<file path="config.mk">
export PLATFORM = sky130hd
export DESIGN_NAME = cache_memctrl
export DESIGN_NICKNAME = d
export VERILOG_FILES = /design/src/memctrl_pkg.sv /design/src/cache_memctrl.sv /design/src/flush_ctrl.sv /design/src/read_request.sv /design/src/sync_fifo.sv
export SDC_FILE = /design/constraint.sdc
export NUM_CORES = 1
export LEC_CHECK = 0
export ABC_AREA = 1
export ABC_CLOCK_PERIOD_IN_PS = 5000
export BUFFER_PORTS_ARGS = -buffer_cell sky130_fd_sc_hd__buf_2
export CORE_AREA = 2 2 122 124
export CTS_BUF_LIST = sky130_fd_sc_hd__clkbuf_16
export DETAILED_ROUTE_END_ITERATION = 8
export DIE_AREA = 0 0 124 126
export PLACE_DENSITY = 0.54
export SETUP_SLACK_MARGIN = 0.05
export SLEW_MARGIN = 30
export SYNTH_ARGS = -nofsm -noshare
export SYNTH_HDL_FRONTEND = slang
export SYNTH_SLANG_ARGS = --single-unit
</file>
<file path="constraint.sdc">
create_clock -name aclk -period 5 [get_ports aclk]
set_input_delay 1.5 -clock aclk [delete_from_list [all_inputs] [get_ports aclk]]
set_output_delay 1.5 -clock aclk [all_outputs]
set_load 0.05 [all_outputs]
</file>
<file path="src/memctrl_pkg.sv">
// Shared sizes, cache geometry and the address union of the
// instruction-cache line-fill controller

`default_nettype none

package memctrl_pkg;

    //////////////////////////////////////////////////////////////////////
    // Bus widths
    //////////////////////////////////////////////////////////////////////

    // Byte address, same width on fetch and memory sides
    localparam int ADDR_W = 10;
    // Memory read data, one full cache block per beat
    localparam int DATA_W = 128;
    // Fetch request ID, accepted and dropped
    localparam int ID_W = 8;
    // AXI protection field
    localparam int PROT_W = 3;

    //////////////////////////////////////////////////////////////////////
    // Cache geometry
    //////////////////////////////////////////////////////////////////////

    // Bytes per block, also the erase address step
    localparam int BLOCK_BYTES = DATA_W / 8;
    // Byte offset bits inside a block
    localparam int OFFSET_W = $clog2(BLOCK_BYTES);
    // Number of blocks
    // 64 blocks of 16 bytes cover the whole 10-bit space
    localparam int CACHE_DEPTH = 64;
    // Block index bits
    localparam int INDEX_W = $clog2(CACHE_DEPTH);

    //////////////////////////////////////////////////////////////////////
    // Outstanding read tracking
    //////////////////////////////////////////////////////////////////////

    // Reads in flight toward central memory
    localparam int OSTD_NUM = 4;
    // FIFO pointer width
    localparam int OSTD_W = $clog2(OSTD_NUM);

    //////////////////////////////////////////////////////////////////////
    // Address word, seen as a byte address or as index and offset
    //////////////////////////////////////////////////////////////////////

    typedef struct packed {
        logic [INDEX_W-1:0]  index;
        logic [OFFSET_W-1:0] offset;
    } cache_addr_t;

    typedef union packed {
        // Plain byte address
        logic [ADDR_W-1:0] word;
        // Block index above byte offset
        cache_addr_t       fields;
    } cache_addr_u;

endpackage

`default_nettype wire

</file>
<file path="src/cache_memctrl.sv">
// Line-fill memory controller top, read path and flush control

`timescale 1ns/1ps
`default_nettype none

module cache_memctrl (
    input  wire                            aclk,
    input  wire                            aresetn,
    // Fetch side read address, ID is not forwarded
    input  wire                            mst_arvalid,
    output logic                           mst_arready,
    input  wire memctrl_pkg::cache_addr_u  mst_araddr,
    input  wire [memctrl_pkg::PROT_W-1:0]  mst_arprot,
    input  wire [memctrl_pkg::ID_W-1:0]    mst_arid,
    // Central memory read channels, single full-width beat per request
    output logic                           mem_arvalid,
    input  wire                            mem_arready,
    output memctrl_pkg::cache_addr_u       mem_araddr,
    output logic [memctrl_pkg::PROT_W-1:0] mem_arprot,
    input  wire                            mem_rvalid,
    output logic                           mem_rready,
    input  wire [memctrl_pkg::DATA_W-1:0]  mem_rdata,
    // Flush interface
    input  wire                            flush_blocks,
    output logic                           flushing,
    output logic                           flush_ack,
    // Cache block write port
    output logic                           cache_loading,
    output logic                           cache_wen,
    output memctrl_pkg::cache_addr_u       cache_waddr,
    output logic [memctrl_pkg::DATA_W-1:0] cache_wdata
);

    import memctrl_pkg::*;

    // Fill write from the read path to the port select
    logic              fill_wen;
    cache_addr_u       fill_addr;
    logic [DATA_W-1:0] fill_data;

    read_request u_read_request (
        .aclk          (aclk),
        .aresetn       (aresetn),
        .mst_arvalid   (mst_arvalid),
        .mst_arready   (mst_arready),
        .mst_araddr    (mst_araddr),
        .mst_arprot    (mst_arprot),
        .mem_arvalid   (mem_arvalid),
        .mem_arready   (mem_arready),
        .mem_araddr    (mem_araddr),
        .mem_arprot    (mem_arprot),
        .mem_rvalid    (mem_rvalid),
        .mem_rready    (mem_rready),
        .mem_rdata     (mem_rdata),
        .flushing      (flushing),
        .cache_loading (cache_loading),
        .fill_wen      (fill_wen),
        .fill_addr     (fill_addr),
        .fill_data     (fill_data)
    );

    flush_ctrl u_flush_ctrl (
        .aclk         (aclk),
        .aresetn      (aresetn),
        .flush_blocks (flush_blocks),
        .flushing     (flushing),
        .flush_ack    (flush_ack),
        .fill_wen     (fill_wen),
        .fill_addr    (fill_addr),
        .fill_data    (fill_data),
        .cache_wen    (cache_wen),
        .cache_waddr  (cache_waddr),
        .cache_wdata  (cache_wdata)
    );

endmodule

`default_nettype wire

</file>
<file path="src/flush_ctrl.sv">
// Flush FSM with block eraser, and the cache write port select
// between erase writes and fill writes

`timescale 1ns/1ps
`default_nettype none

module flush_ctrl (
    input  wire                           aclk,
    input  wire                           aresetn,
    // Flush request level and status
    input  wire                           flush_blocks,
    output logic                          flushing,
    output logic                          flush_ack,
    // Fill write from the read path
    input  wire                           fill_wen,
    input  wire memctrl_pkg::cache_addr_u fill_addr,
    input  wire [memctrl_pkg::DATA_W-1:0] fill_data,
    // Cache block write port
    output logic                          cache_wen,
    output memctrl_pkg::cache_addr_u      cache_waddr,
    output logic [memctrl_pkg::DATA_W-1:0] cache_wdata
);

    import memctrl_pkg::*;

    typedef enum logic [1:0] {
        ST_IDLE  = 2'd0,
        ST_ERASE = 2'd1,
        ST_ACK   = 2'd2
    } flush_state_t;

    flush_state_t       state;
    // Block being erased this cycle
    logic [INDEX_W-1:0] erase_idx;
    cache_addr_u        erase_addr;
    logic               last_block;

    assign last_block = (erase_idx == INDEX_W'(CACHE_DEPTH - 1));

    //////////////////////////////////////////////////////////////////////
    // Flush FSM
    //////////////////////////////////////////////////////////////////////

    always_ff @(posedge aclk or negedge aresetn) begin
        if (!aresetn) begin
            state     <= ST_IDLE;
            flushing  <= 1'b0;
            flush_ack <= 1'b0;
            erase_idx <= '0;
        end else begin
            case (state)
                // Wait for the core to request a flush
                ST_IDLE: begin
                    if (flush_blocks) begin
                        state     <= ST_ERASE;
                        flushing  <= 1'b1;
                        erase_idx <= '0;
                    end
                end
                // One block per cycle, index wraps to zero after the last
                ST_ERASE: begin
                    erase_idx <= erase_idx + 1'b1;
                    if (last_block) begin
                        state     <= ST_ACK;
                        flushing  <= 1'b0;
                        flush_ack <= 1'b1;
                    end
                end
                // Hold the acknowledge until the request drops
                ST_ACK: begin
                    if (!flush_blocks) begin
                        state     <= ST_IDLE;
                        flush_ack <= 1'b0;
                    end
                end
                default: begin
                    state     <= ST_IDLE;
                    flushing  <= 1'b0;
                    flush_ack <= 1'b0;
                end
            endcase
        end
    end

    // Erase address is the index with a zero offset
    always_comb begin
        erase_addr               = '0;
        erase_addr.fields.index  = erase_idx;
        erase_addr.fields.offset = '0;
    end

    //////////////////////////////////////////////////////////////////////
    // Cache write port select
    //////////////////////////////////////////////////////////////////////

    // Eraser owns the port for the whole flush
    assign cache_wen   = flushing ? 1'b1 : fill_wen;
    assign cache_waddr = flushing ? erase_addr : fill_addr;
    assign cache_wdata = flushing ? '0 : fill_data;

    //////////////////////////////////////////////////////////////////////
    // Checks
    //////////////////////////////////////////////////////////////////////

    // Acknowledge only after the erase is over
    a_flush_ack_excl : assert property (
        @(posedge aclk) disable iff (!aresetn)
        !(flushing && flush_ack)
    );

    // Erase writes land on block boundaries, one block apart
    a_erase_aligned : assert property (
        @(posedge aclk) disable iff (!aresetn)
        flushing && $past(flushing) |->
            cache_waddr.fields.offset == '0 &&
            cache_waddr.word == $past(cache_waddr.word) + ADDR_W'(BLOCK_BYTES)
    );

    // Read path holds data ready low, so no fill competes with the eraser
    a_no_fill_in_flush : assert property (
        @(posedge aclk) disable iff (!aresetn)
        flushing |-> !fill_wen
    );

endmodule

`default_nettype wire

</file>
<file path="src/read_request.sv">
// Read request forwarding, outstanding address tracking and
// conversion of read beats into cache fill writes

`timescale 1ns/1ps
`default_nettype none

module read_request (
    input  wire                           aclk,
    input  wire                           aresetn,
    // Fetch side read address
    input  wire                           mst_arvalid,
    output logic                          mst_arready,
    input  wire memctrl_pkg::cache_addr_u mst_araddr,
    input  wire [memctrl_pkg::PROT_W-1:0] mst_arprot,
    // Memory read address
    output logic                          mem_arvalid,
    input  wire                           mem_arready,
    output memctrl_pkg::cache_addr_u      mem_araddr,
    output logic [memctrl_pkg::PROT_W-1:0] mem_arprot,
    // Memory read data
    input  wire                           mem_rvalid,
    output logic                          mem_rready,
    input  wire [memctrl_pkg::DATA_W-1:0] mem_rdata,
    // Flush in progress
    input  wire                           flushing,
    // Fill status and fill write
    output logic                          cache_loading,
    output logic                          fill_wen,
    output memctrl_pkg::cache_addr_u      fill_addr,
    output logic [memctrl_pkg::DATA_W-1:0] fill_data
);

    import memctrl_pkg::*;

    // FIFO status and oldest recorded address
    logic        fifo_full;
    logic        fifo_empty;
    cache_addr_u ostd_addr;

    // Handshakes
    logic ar_hs;
    logic r_hs;

    //////////////////////////////////////////////////////////////////////
    // Read address channel
    //////////////////////////////////////////////////////////////////////

    // No request leaves while all tracking slots are taken
    assign mem_arvalid = mst_arvalid && !fifo_full;
    assign mst_arready = mem_arready && !fifo_full;
    assign mem_arprot  = mst_arprot;

    // Block-aligned address toward memory
    always_comb begin
        mem_araddr               = mst_araddr;
        mem_araddr.fields.offset = '0;
    end

    assign ar_hs = mst_arvalid && mst_arready;

    //////////////////////////////////////////////////////////////////////
    // Outstanding addresses, oldest first
    //////////////////////////////////////////////////////////////////////

    sync_fifo u_ostd_fifo (
        .aclk     (aclk),
        .aresetn  (aresetn),
        .push     (ar_hs),
        .data_in  (mst_araddr),
        .full     (fifo_full),
        .pull     (r_hs),
        .data_out (ostd_addr),
        .empty    (fifo_empty)
    );

    //////////////////////////////////////////////////////////////////////
    // Read data channel and fill write
    //////////////////////////////////////////////////////////////////////

    // Data waits in memory while the eraser owns the cache port
    assign mem_rready = !fifo_empty && !flushing;
    assign r_hs       = mem_rvalid && mem_rready;

    // One beat, one block written at the recorded address
    assign fill_wen  = r_hs;
    assign fill_data = mem_rdata;

    always_comb begin
        fill_addr               = ostd_addr;
        fill_addr.fields.offset = '0;
    end

    //////////////////////////////////////////////////////////////////////
    // Fill pending flag
    //////////////////////////////////////////////////////////////////////

    // New request wins over a completing one
    always_ff @(posedge aclk or negedge aresetn) begin
        if (!aresetn) begin
            cache_loading <= 1'b0;
        end else if (ar_hs) begin
            cache_loading <= 1'b1;
        end else if (r_hs) begin
            cache_loading <= 1'b0;
        end
    end

endmodule

`default_nettype wire

</file>
<file path="src/sync_fifo.sv">
// Single-clock FIFO holding the addresses of outstanding reads

`timescale 1ns/1ps
`default_nettype none

module sync_fifo (
    input  wire                      aclk,
    input  wire                      aresetn,
    input  wire                      push,
    input  wire memctrl_pkg::cache_addr_u data_in,
    output logic                     full,
    input  wire                      pull,
    output memctrl_pkg::cache_addr_u data_out,
    output logic                     empty
);

    import memctrl_pkg::*;

    //////////////////////////////////////////////////////////////////////
    // Storage and pointers
    //////////////////////////////////////////////////////////////////////

    // Entry array, payload only
    cache_addr_u       mem [OSTD_NUM];
    // Next slot to write
    logic [OSTD_W-1:0] wr_ptr;
    // Oldest entry
    logic [OSTD_W-1:0] rd_ptr;
    // Occupancy, one bit wider than the pointers
    logic [OSTD_W:0]   count;

    // Write side
    always_ff @(posedge aclk) begin
        if (push) begin
            mem[wr_ptr] <= data_in;
        end
    end

    // Pointers and count, wrap naturally on power-of-two depth
    always_ff @(posedge aclk or negedge aresetn) begin
        if (!aresetn) begin
            wr_ptr <= '0;
            rd_ptr <= '0;
            count  <= '0;
        end else begin
            if (push) begin
                wr_ptr <= wr_ptr + 1'b1;
            end
            if (pull) begin
                rd_ptr <= rd_ptr + 1'b1;
            end
            // Simultaneous push and pull keeps the level
            case ({push, pull})
                2'b10:   count <= count + 1'b1;
                2'b01:   count <= count - 1'b1;
                default: count <= count;
            endcase
        end
    end

    //////////////////////////////////////////////////////////////////////
    // Status and read port
    //////////////////////////////////////////////////////////////////////

    assign full  = (count == (OSTD_W + 1)'(OSTD_NUM));
    assign empty = (count == '0);

    // Oldest entry shown without a read latency
    assign data_out = mem[rd_ptr];

    //////////////////////////////////////////////////////////////////////
    // Checks
    //////////////////////////////////////////////////////////////////////

    // Requester must stall on full, a push here would drop a fill address
    a_no_push_full : assert property (
        @(posedge aclk) disable iff (!aresetn)
        push |-> !full
    );

    // A data beat without a recorded address has nowhere to go
    a_no_pull_empty : assert property (
        @(posedge aclk) disable iff (!aresetn)
        pull |-> !empty
    );

endmodule

`default_nettype wire

</file>
==> out/qor.csv, run 1 <==
metric,value,unit
initial antenna violation count,15,
Tot GR Track Use,17.75,%
GP Congestion,0.7424,
initial cell density of the core,22.72,%
Starting DRT DRC Count,139,
Synth cell types,26,
fillcell total,1622,
I/O pin cnt,313,
clock power share,10.9,%
Synth Cell Area,0.003252,mm2
wire per inst,15.28,um
Seq pwr share,17.9,%
skew final,0.003560,ns
Fin Setup TNS,0,ns
CP Capture Point,cache_wen,
Synth top cells by count,"inv_1, nor2_1, nand2_1, edfxtp_1, nand3_1",
Core Rows,44,
CP Cell Sequence,"buf_2, nand3_2, nand2_1, buf_2",
Cell Pwr Density,698.9,mW/mm2
hold path cells,2,
"area leader, netlist",edfxtp_1,
DIE AREA,0.01562,mm2
Synth async-reset ratio,42.86,%
"Core Util, Final",34.37,%
vias in the first global route,3262,
first-pass GRT wire length,20.05,mm
"count leader, synth",inv_1,
antenna-violating nets left,0,
Final nets,946,
Post CTS Setup Buffer Count,0,
Mapped Cells,517,
CP required,3.50,ns
Fmax,274.9,MHz
critical path arrival,2.14,ns
Worst R2R Setup Slack,2.43,ns
"Slowest-stage cell, CP",buf_2,
largest net degree at the start of global routing,55,
crit path from,mem_rvalid,
Mean Syn Cell Area,6.290,um2
Net Sw Power,0.002221,W
status,"complete, no violations",
synthesized flop and latch total,42,
"Hold-fix buffers, CTS",0,
WS Path Type,primary input to primary output,
worst-margin pin slew,0.6518,ns
CTS tree,built,
# Max-Cap Violations,0,
clock latency on the worst-skew pair,0.28,ns
area added between synthesis and finish,51.29,%
leakage power,3.302,nW
Slew Limit Fails,0,
combinational share of power,71.2,%
Multi-input gate area,0.001207,mm2
clock-pin slew on the worst setup and hold paths,0.06,ns
Switching Fraction,64.61,%
P_int,0.001217,W
htree depth,2,
"EDFF count, synth",24,
Chip Height,126,um
average vias per placed instance,3.875,
DP Cell Count,960,
fin area,0.004920,mm2
total gr overflow,0,
clk buf depth,2,
Final min period,3.637,ns
Area contributors post-synth,"edfxtp_1, inv_1, nor2_1",
FF-to-FF Start,u_flush_ctrl.flushing$_DFFE_PN0P_,
pre-CTS WS,1.353,ns
total number of vias,3782,
Synth Warn #,0,
max incr delay on CP,0.27,ns
residual DRC count,0,
core area,0.01431,mm2
IO buf count,286,
"most used cell, CP",buf_2,
period utilization,72.74,%
clock root buffer master,clkbuf_16,
Area after DPL,0.004731,mm2
capture point of the worst reg-to-reg path,u_read_request.u_ostd_fifo.count[2]$_DFFE_PN0P_,
CTS Sinks,42,
min-delay worst type,flip-flop to flip-flop,
share of the synthesized area in the top cell type,22.16,%
worst vdd ir,258.2,uV
Register Area,0.001175,mm2
fin cells,976,
final setup violation count,0,
R2R cell count,9,
drt first pass iters,4,
"Seq/Total Area, Yosys",36.01,%
number of buffers created by CTS,5,
Fin. Hold Viols,0,
final WL,14.91,mm
RSZ-0062 raised after global routing,false,
CP Max Fanout,6,
final worst setup slack,1.363,ns
die width,124,um
CTS resizes,0,
Worst slew margin,56.38,%
Synth Flop Type,edfxtp_1,
layout cells sized above 1,38.78,%
post-detail-place hpwl,13.08,mm
CP endpoint kind,primary output,
Worst setup SP type,primary input,
## cell type report
class	instances	share of cell area [%]
clock inverter	3	0.8901
timing repair buffer	288	29.40
antenna	8	0.4069
clock buffer	5	2.543
multi-input combinational	267	24.54
sequential	42	23.88
tap	184	4.680
inverter	179	13.66
## critical path: cells and delay by family
kind | cells | cell delay, ns
buf+inv | 2 | 0.37
simple gates | 2 | 0.27
## placed cells by master, fill, tap and decap left out
cell	instances
buf_4	2
inv_6	1
a21boi_0	2
a21oi_1	3
nand3_1	21
o22ai_1	1
nand2_1	63
nor2_1	135
edfxtp_1	24
ha_1	7
clkbuf_16	5
dfrtp_4	1
nand4_1	2
o21ai_0	10
o21ai_2	3
nor2_4	1
inv_1	178
nand3_2	2
xor2_1	4
dfrtp_1	17
conb_1	8
diode_2	8
inv_2	1
o21bai_1	1
xnor2_1	2
buf_2	286
fa_1	1
bufinv_16	1
o21ai_1	1
clkinv_2	1
## power groups by stage
stage | Sequential [W] | Clock, W | Combinational, W
finish | 0.000615 | 0.000375 | 0.00245
global route | 0.000640 | 0.000395 | 0.00261
CTS | 0.000618 | 0.000382 | 0.00248
detailed placement | 0.000625 | 0 | 0.00247
global placement | 0.000622 | 0 | 0.00246
floorplan | 0.000558 | 0 | 0.00197
## routing by layer
metal	vias to the layer above	global-route usage (%)	wire length [um]
met4	6	2.049	55
li1	1955	-	-
met1	1623	21.16	5697
met2	185	28.73	6994
met3	13	10.05	2122
met5	-	0	41
## flip-flops by register name (all words and copies together) (netlist names)
| signal | flops |
|---|---|
| u_flush_ctrl.flush_ack | 1 |
| u_read_request.cache_loading | 1 |
| u_read_request.u_ostd_fifo.wr_ptr | 2 |
| u_flush_ctrl.state | 2 |
| u_read_request.u_ostd_fifo.mem | 24 |
| u_flush_ctrl.erase_idx | 6 |
| u_flush_ctrl.flushing | 1 |
| u_read_request.u_ostd_fifo.count | 3 |
| u_read_request.u_ostd_fifo.rd_ptr | 2 |
## stage by stage
stage               power [W]  hold WS, ns
global route         0.003648       0.5517
CTS                  0.003476       0.5262
detailed placement   0.003097       0.5093
global placement     0.003082       0.4671
floorplan            0.002525       0.4762
finish               0.003438       0.5181
## kinds of logic after synthesis
logic type               after synthesis  share of synthesized area [%]
AND/OR/NAND/NOR                      224                          27.43
AO/OA/AOI/OAI                         21                          3.848
other                                  1                         0.1153
flip-flops                            42                          36.01
XOR/XNOR                               6                          1.616
buffers and inverters                215                          27.66
adder cells (fa/ha/maj)                8                          3.309
## worst min-delay path by stage
stage / slack, ns / to / startpoint
6_report: 0.52 / u_flush_ctrl.state[1]$_DFFE_PN0P_ / u_flush_ctrl.state[1]$_DFFE_PN0P_
5_1_grt: 0.55 / u_read_request.cache_loading$_DFFE_PN0P_ / u_read_request.cache_loading$_DFFE_PN0P_
2_1_floorplan: 0.48 / u_flush_ctrl.state[1]$_DFFE_PN0P_ / u_flush_ctrl.state[1]$_DFFE_PN0P_
3_5_place_dp: 0.51 / u_flush_ctrl.state[1]$_DFFE_PN0P_ / u_flush_ctrl.state[1]$_DFFE_PN0P_
4_1_cts: 0.53 / u_flush_ctrl.state[1]$_DFFE_PN0P_ / u_flush_ctrl.state[1]$_DFFE_PN0P_
3_3_place_gp: 0.47 / u_read_request.cache_loading$_DFFE_PN0P_ / u_read_request.cache_loading$_DFFE_PN0P_
(Power assumes the default switching activity.)
==> run 2, diff against run 1 <==
ABC_AREA = 0   (was 1)
ABC_CLOCK_PERIOD_IN_PS = 3110   (was 5000)
CORE_AREA = 2 2 121 123   (was 2 2 122 124)
DIE_AREA = 0 0 123 125   (was 0 0 124 126)
clock period = 3.11 ns   (was 5 ns; I/O delays follow)
==> run 2 against run 1 <==
Against the previous run: combinational power up 47%; wire length fell by 26%; critical endpoint is now cache_waddr[7]; clock skew rose by 0.0016 ns; register-to-register slack got worse by 1.6 ns; clock-buffer cell count unchanged.
==> out/qor.csv, run 2 <==
metric,value,unit
status,"complete, no violations",
Cell Pwr Density,1128,mW/mm2
Mapped Cells,293,
initial cell density of the core,20.48,%
DP Cell Count,738,
leakage power,2.371,nW
Fin Setup TNS,0,ns
Synth cell types,41,
area added between synthesis and finish,57.72,%
synthesized flop and latch total,42,
Mean Syn Cell Area,9.928,um2
CP required,2.18,ns
Slew Limit Fails,0,
clk buf depth,2,
flip-flop count of the largest register after layout,24,
Starting DRT DRC Count,97,
CTS tree,built,
"EDFF count, synth",24,
Compound-Gate Fraction of Synth Area,3.183,%
clock root buffer master,clkbuf_16,
Core Rows,44,
CP Buf/Inv Count,1,
I/O pin cnt,313,
initial antenna violation count,1,
skew final,0.005142,ns
Synth top cells by count,"nor2b_1, edfxtp_1, dfrtp_1, buf_4, clkbuf_1",
Fmax,343.2,MHz
"Slowest-stage cell, CP",dfrtp_1,
CP Max Fanout,8,
antenna-violating nets left,0,
worst vdd ir,403.1,uV
Multi-input gate area,0.001528,mm2
Worst setup SP type,flip-flop,
# Max-Cap Violations,0,
clock latency on the worst-skew pair,0.28,ns
CTS resizes,0,
residual DRC count,0,
Register Area,0.001175,mm2
CP endpoint kind,primary output,
post-synthesis mux area share,7.742,%
largest net degree at the start of global routing,55,
"commonest non-fill, non-tap cells in the layout","buf_2, nor2b_1, edfxtp_1",
Synth Flop Type,edfxtp_1,
Reg with most FFs,u_read_request.u_ostd_fifo.mem,
Adder-Cell Fraction of Synth Area,3.699,%
CP Cell Sequence,"mux4_2, mux2_2, buf_2",
final WL,11.04,mm
Synth Cell Area,0.002909,mm2
"area leader, netlist",nor2b_1,
"Seq/Total Area, Yosys",40.26,%
Final min period,2.914,ns
Post CTS Setup Buffer Count,0,
clock-pin slew on the worst setup and hold paths,0.06,ns
worst-margin pin slew,0.5837,ns
max incr delay on CP,0.63,ns
Post-Synth Simple-Gate Area,35.05,%
first-pass GRT wire length,16.01,mm
core area,0.01420,mm2
die width,123,um
htree depth,2,
drt first pass iters,6,
WS Path Type,flip-flop to primary output,
GP Congestion,0.7788,
Worst slew margin,61.01,%
Synth Warn #,0,
largest family of logic cells by synthesized area,simple AND/OR/NAND/NOR gates,
fin cells,748,
Area contributors post-synth,"nor2b_1, edfxtp_1, dfrtp_1",
period utilization,93.69,%
share of the synthesized area in the top cell type,28.39,%
vias in the first global route,2784,
Chip Height,125,um
Synth Area in XOR/XNOR,1.806,%
Synth async-reset ratio,42.86,%
post-detail-place hpwl,9.351,mm
"count leader, synth",nor2b_1,
IO buf count,286,
Tot GR Track Use,13.49,%
kind of cell adding the most delay to the critical path,multiplexers,
biggest regs,"u_read_request.u_ostd_fifo.mem (24), u_flush_ctrl.erase_idx (6), u_read_request.u_ostd_fifo.count (3)",
total number of vias,3002,
RSZ-0062 raised after global routing,false,
min-delay worst type,flip-flop to flip-flop,
Fin. Hold Viols,0,
number of buffers created by CTS,5,
average vias per placed instance,4.013,
"most common cell after layout, fill and taps aside",buf_2,
Final nets,724,
layout cells sized above 1,55.87,%
DIE AREA,0.01538,mm2
total gr overflow,0,
critical path arrival,1.98,ns
final setup violation count,0,
CTS Sinks,42,
"Hold-fix buffers, CTS",0,
wire per inst,14.76,um
fillcell total,1481,
==> run 2: cell types whose count changed in the layout (fill, tap and decap cells not counted), sizes merged, moves of 6 or more <==
cell and delta:
diode -6, inv -171, mux2 +8, mux4 +6
nand2 -54, nand3 -16, nor2 -132, nor2b +132
o21ai -10
==> run 2: report_power, final <==
part           internal (W)  switching [W]  leakage (nW)
sequential         0.000737       0.000265         0.430
clock              0.000375       0.000204        0.0812
combinational      0.000878        0.00272          1.86
==> run 2: cell families after synthesis <==
logic type      count (synthesis)
simple gates                  166
fa+ha+maj                       8
compound gates                 13
xor+xnor                        6
flops                          42
mux                            14
other cells                     1
buf+inv                        43
==> run 2: worst paths after layout <==
kind,start,cells after the start,end,slack [ns]
min in group asynchronous,aresetn,1,u_read_request.u_ostd_fifo.count[0]$_DFFE_PN0P_,0.59
min reg2reg,u_read_request.u_ostd_fifo.count[2]$_DFFE_PN0P_,1,u_read_request.u_ostd_fifo.count[2]$_DFFE_PN0P_,0.50
max in group asynchronous,aresetn,1,u_flush_ctrl.flushing$_DFFE_PN0P_,2.16
max,u_read_request.u_ostd_fifo.rd_ptr[0]$_DFFE_PN0P_,3,cache_waddr[7],0.20
min,u_read_request.u_ostd_fifo.count[2]$_DFFE_PN0P_,1,u_read_request.u_ostd_fifo.count[2]$_DFFE_PN0P_,0.50
max reg2reg,u_flush_ctrl.flushing$_DFFE_PN0P_,7,u_read_request.u_ostd_fifo.count[2]$_DFFE_PN0P_,0.87
==> run 2: layer usage <==
| metal | vias to the layer above | wire length [um] | GRT usage [%] |
|---|---|---|---|
| li1 | 1467 | - | - |
| met1 | 1396 | 4821 | 19.27 |
| met2 | 137 | 5000 | 20.70 |
| met3 | 2 | 1198 | 4.516 |
| met4 | 0 | 23 | 1.003 |
| met5 | - | 0 | 0 |
==> run 2: stage by stage <==
step / power [W] / hold WS [ns] / util (%) / worst slack, ns / instance area, um2
floorplan: 0.003817 / 0.4574 / - / 0.4025 / 2935
global placement: 0.004605 / 0.4784 / 31.10 / 0.4476 / 4417
detailed placement: 0.004651 / 0.4874 / 31.10 / 0.4432 / 4417
CTS: 0.005241 / 0.5048 / 32.27 / 0.1434 / 4583
global route: 0.005480 / 0.5127 / 32.27 / 0.07882 / 4583
finish: 0.005177 / 0.5006 / 32.30 / 0.1963 / 4588
==> run 2: area by class of cell <==
| type | instances | share of cell area (%) |
|---|---|---|
| tap | 184 | 5.018 |
| sequential | 42 | 25.61 |
| timing repair buffer | 289 | 31.69 |
| antenna | 2 | 0.1091 |
| inverter | 8 | 0.6545 |
| multi-input combinational | 215 | 33.30 |
| clock buffer | 5 | 2.727 |
| clock inverter | 3 | 0.8999 |
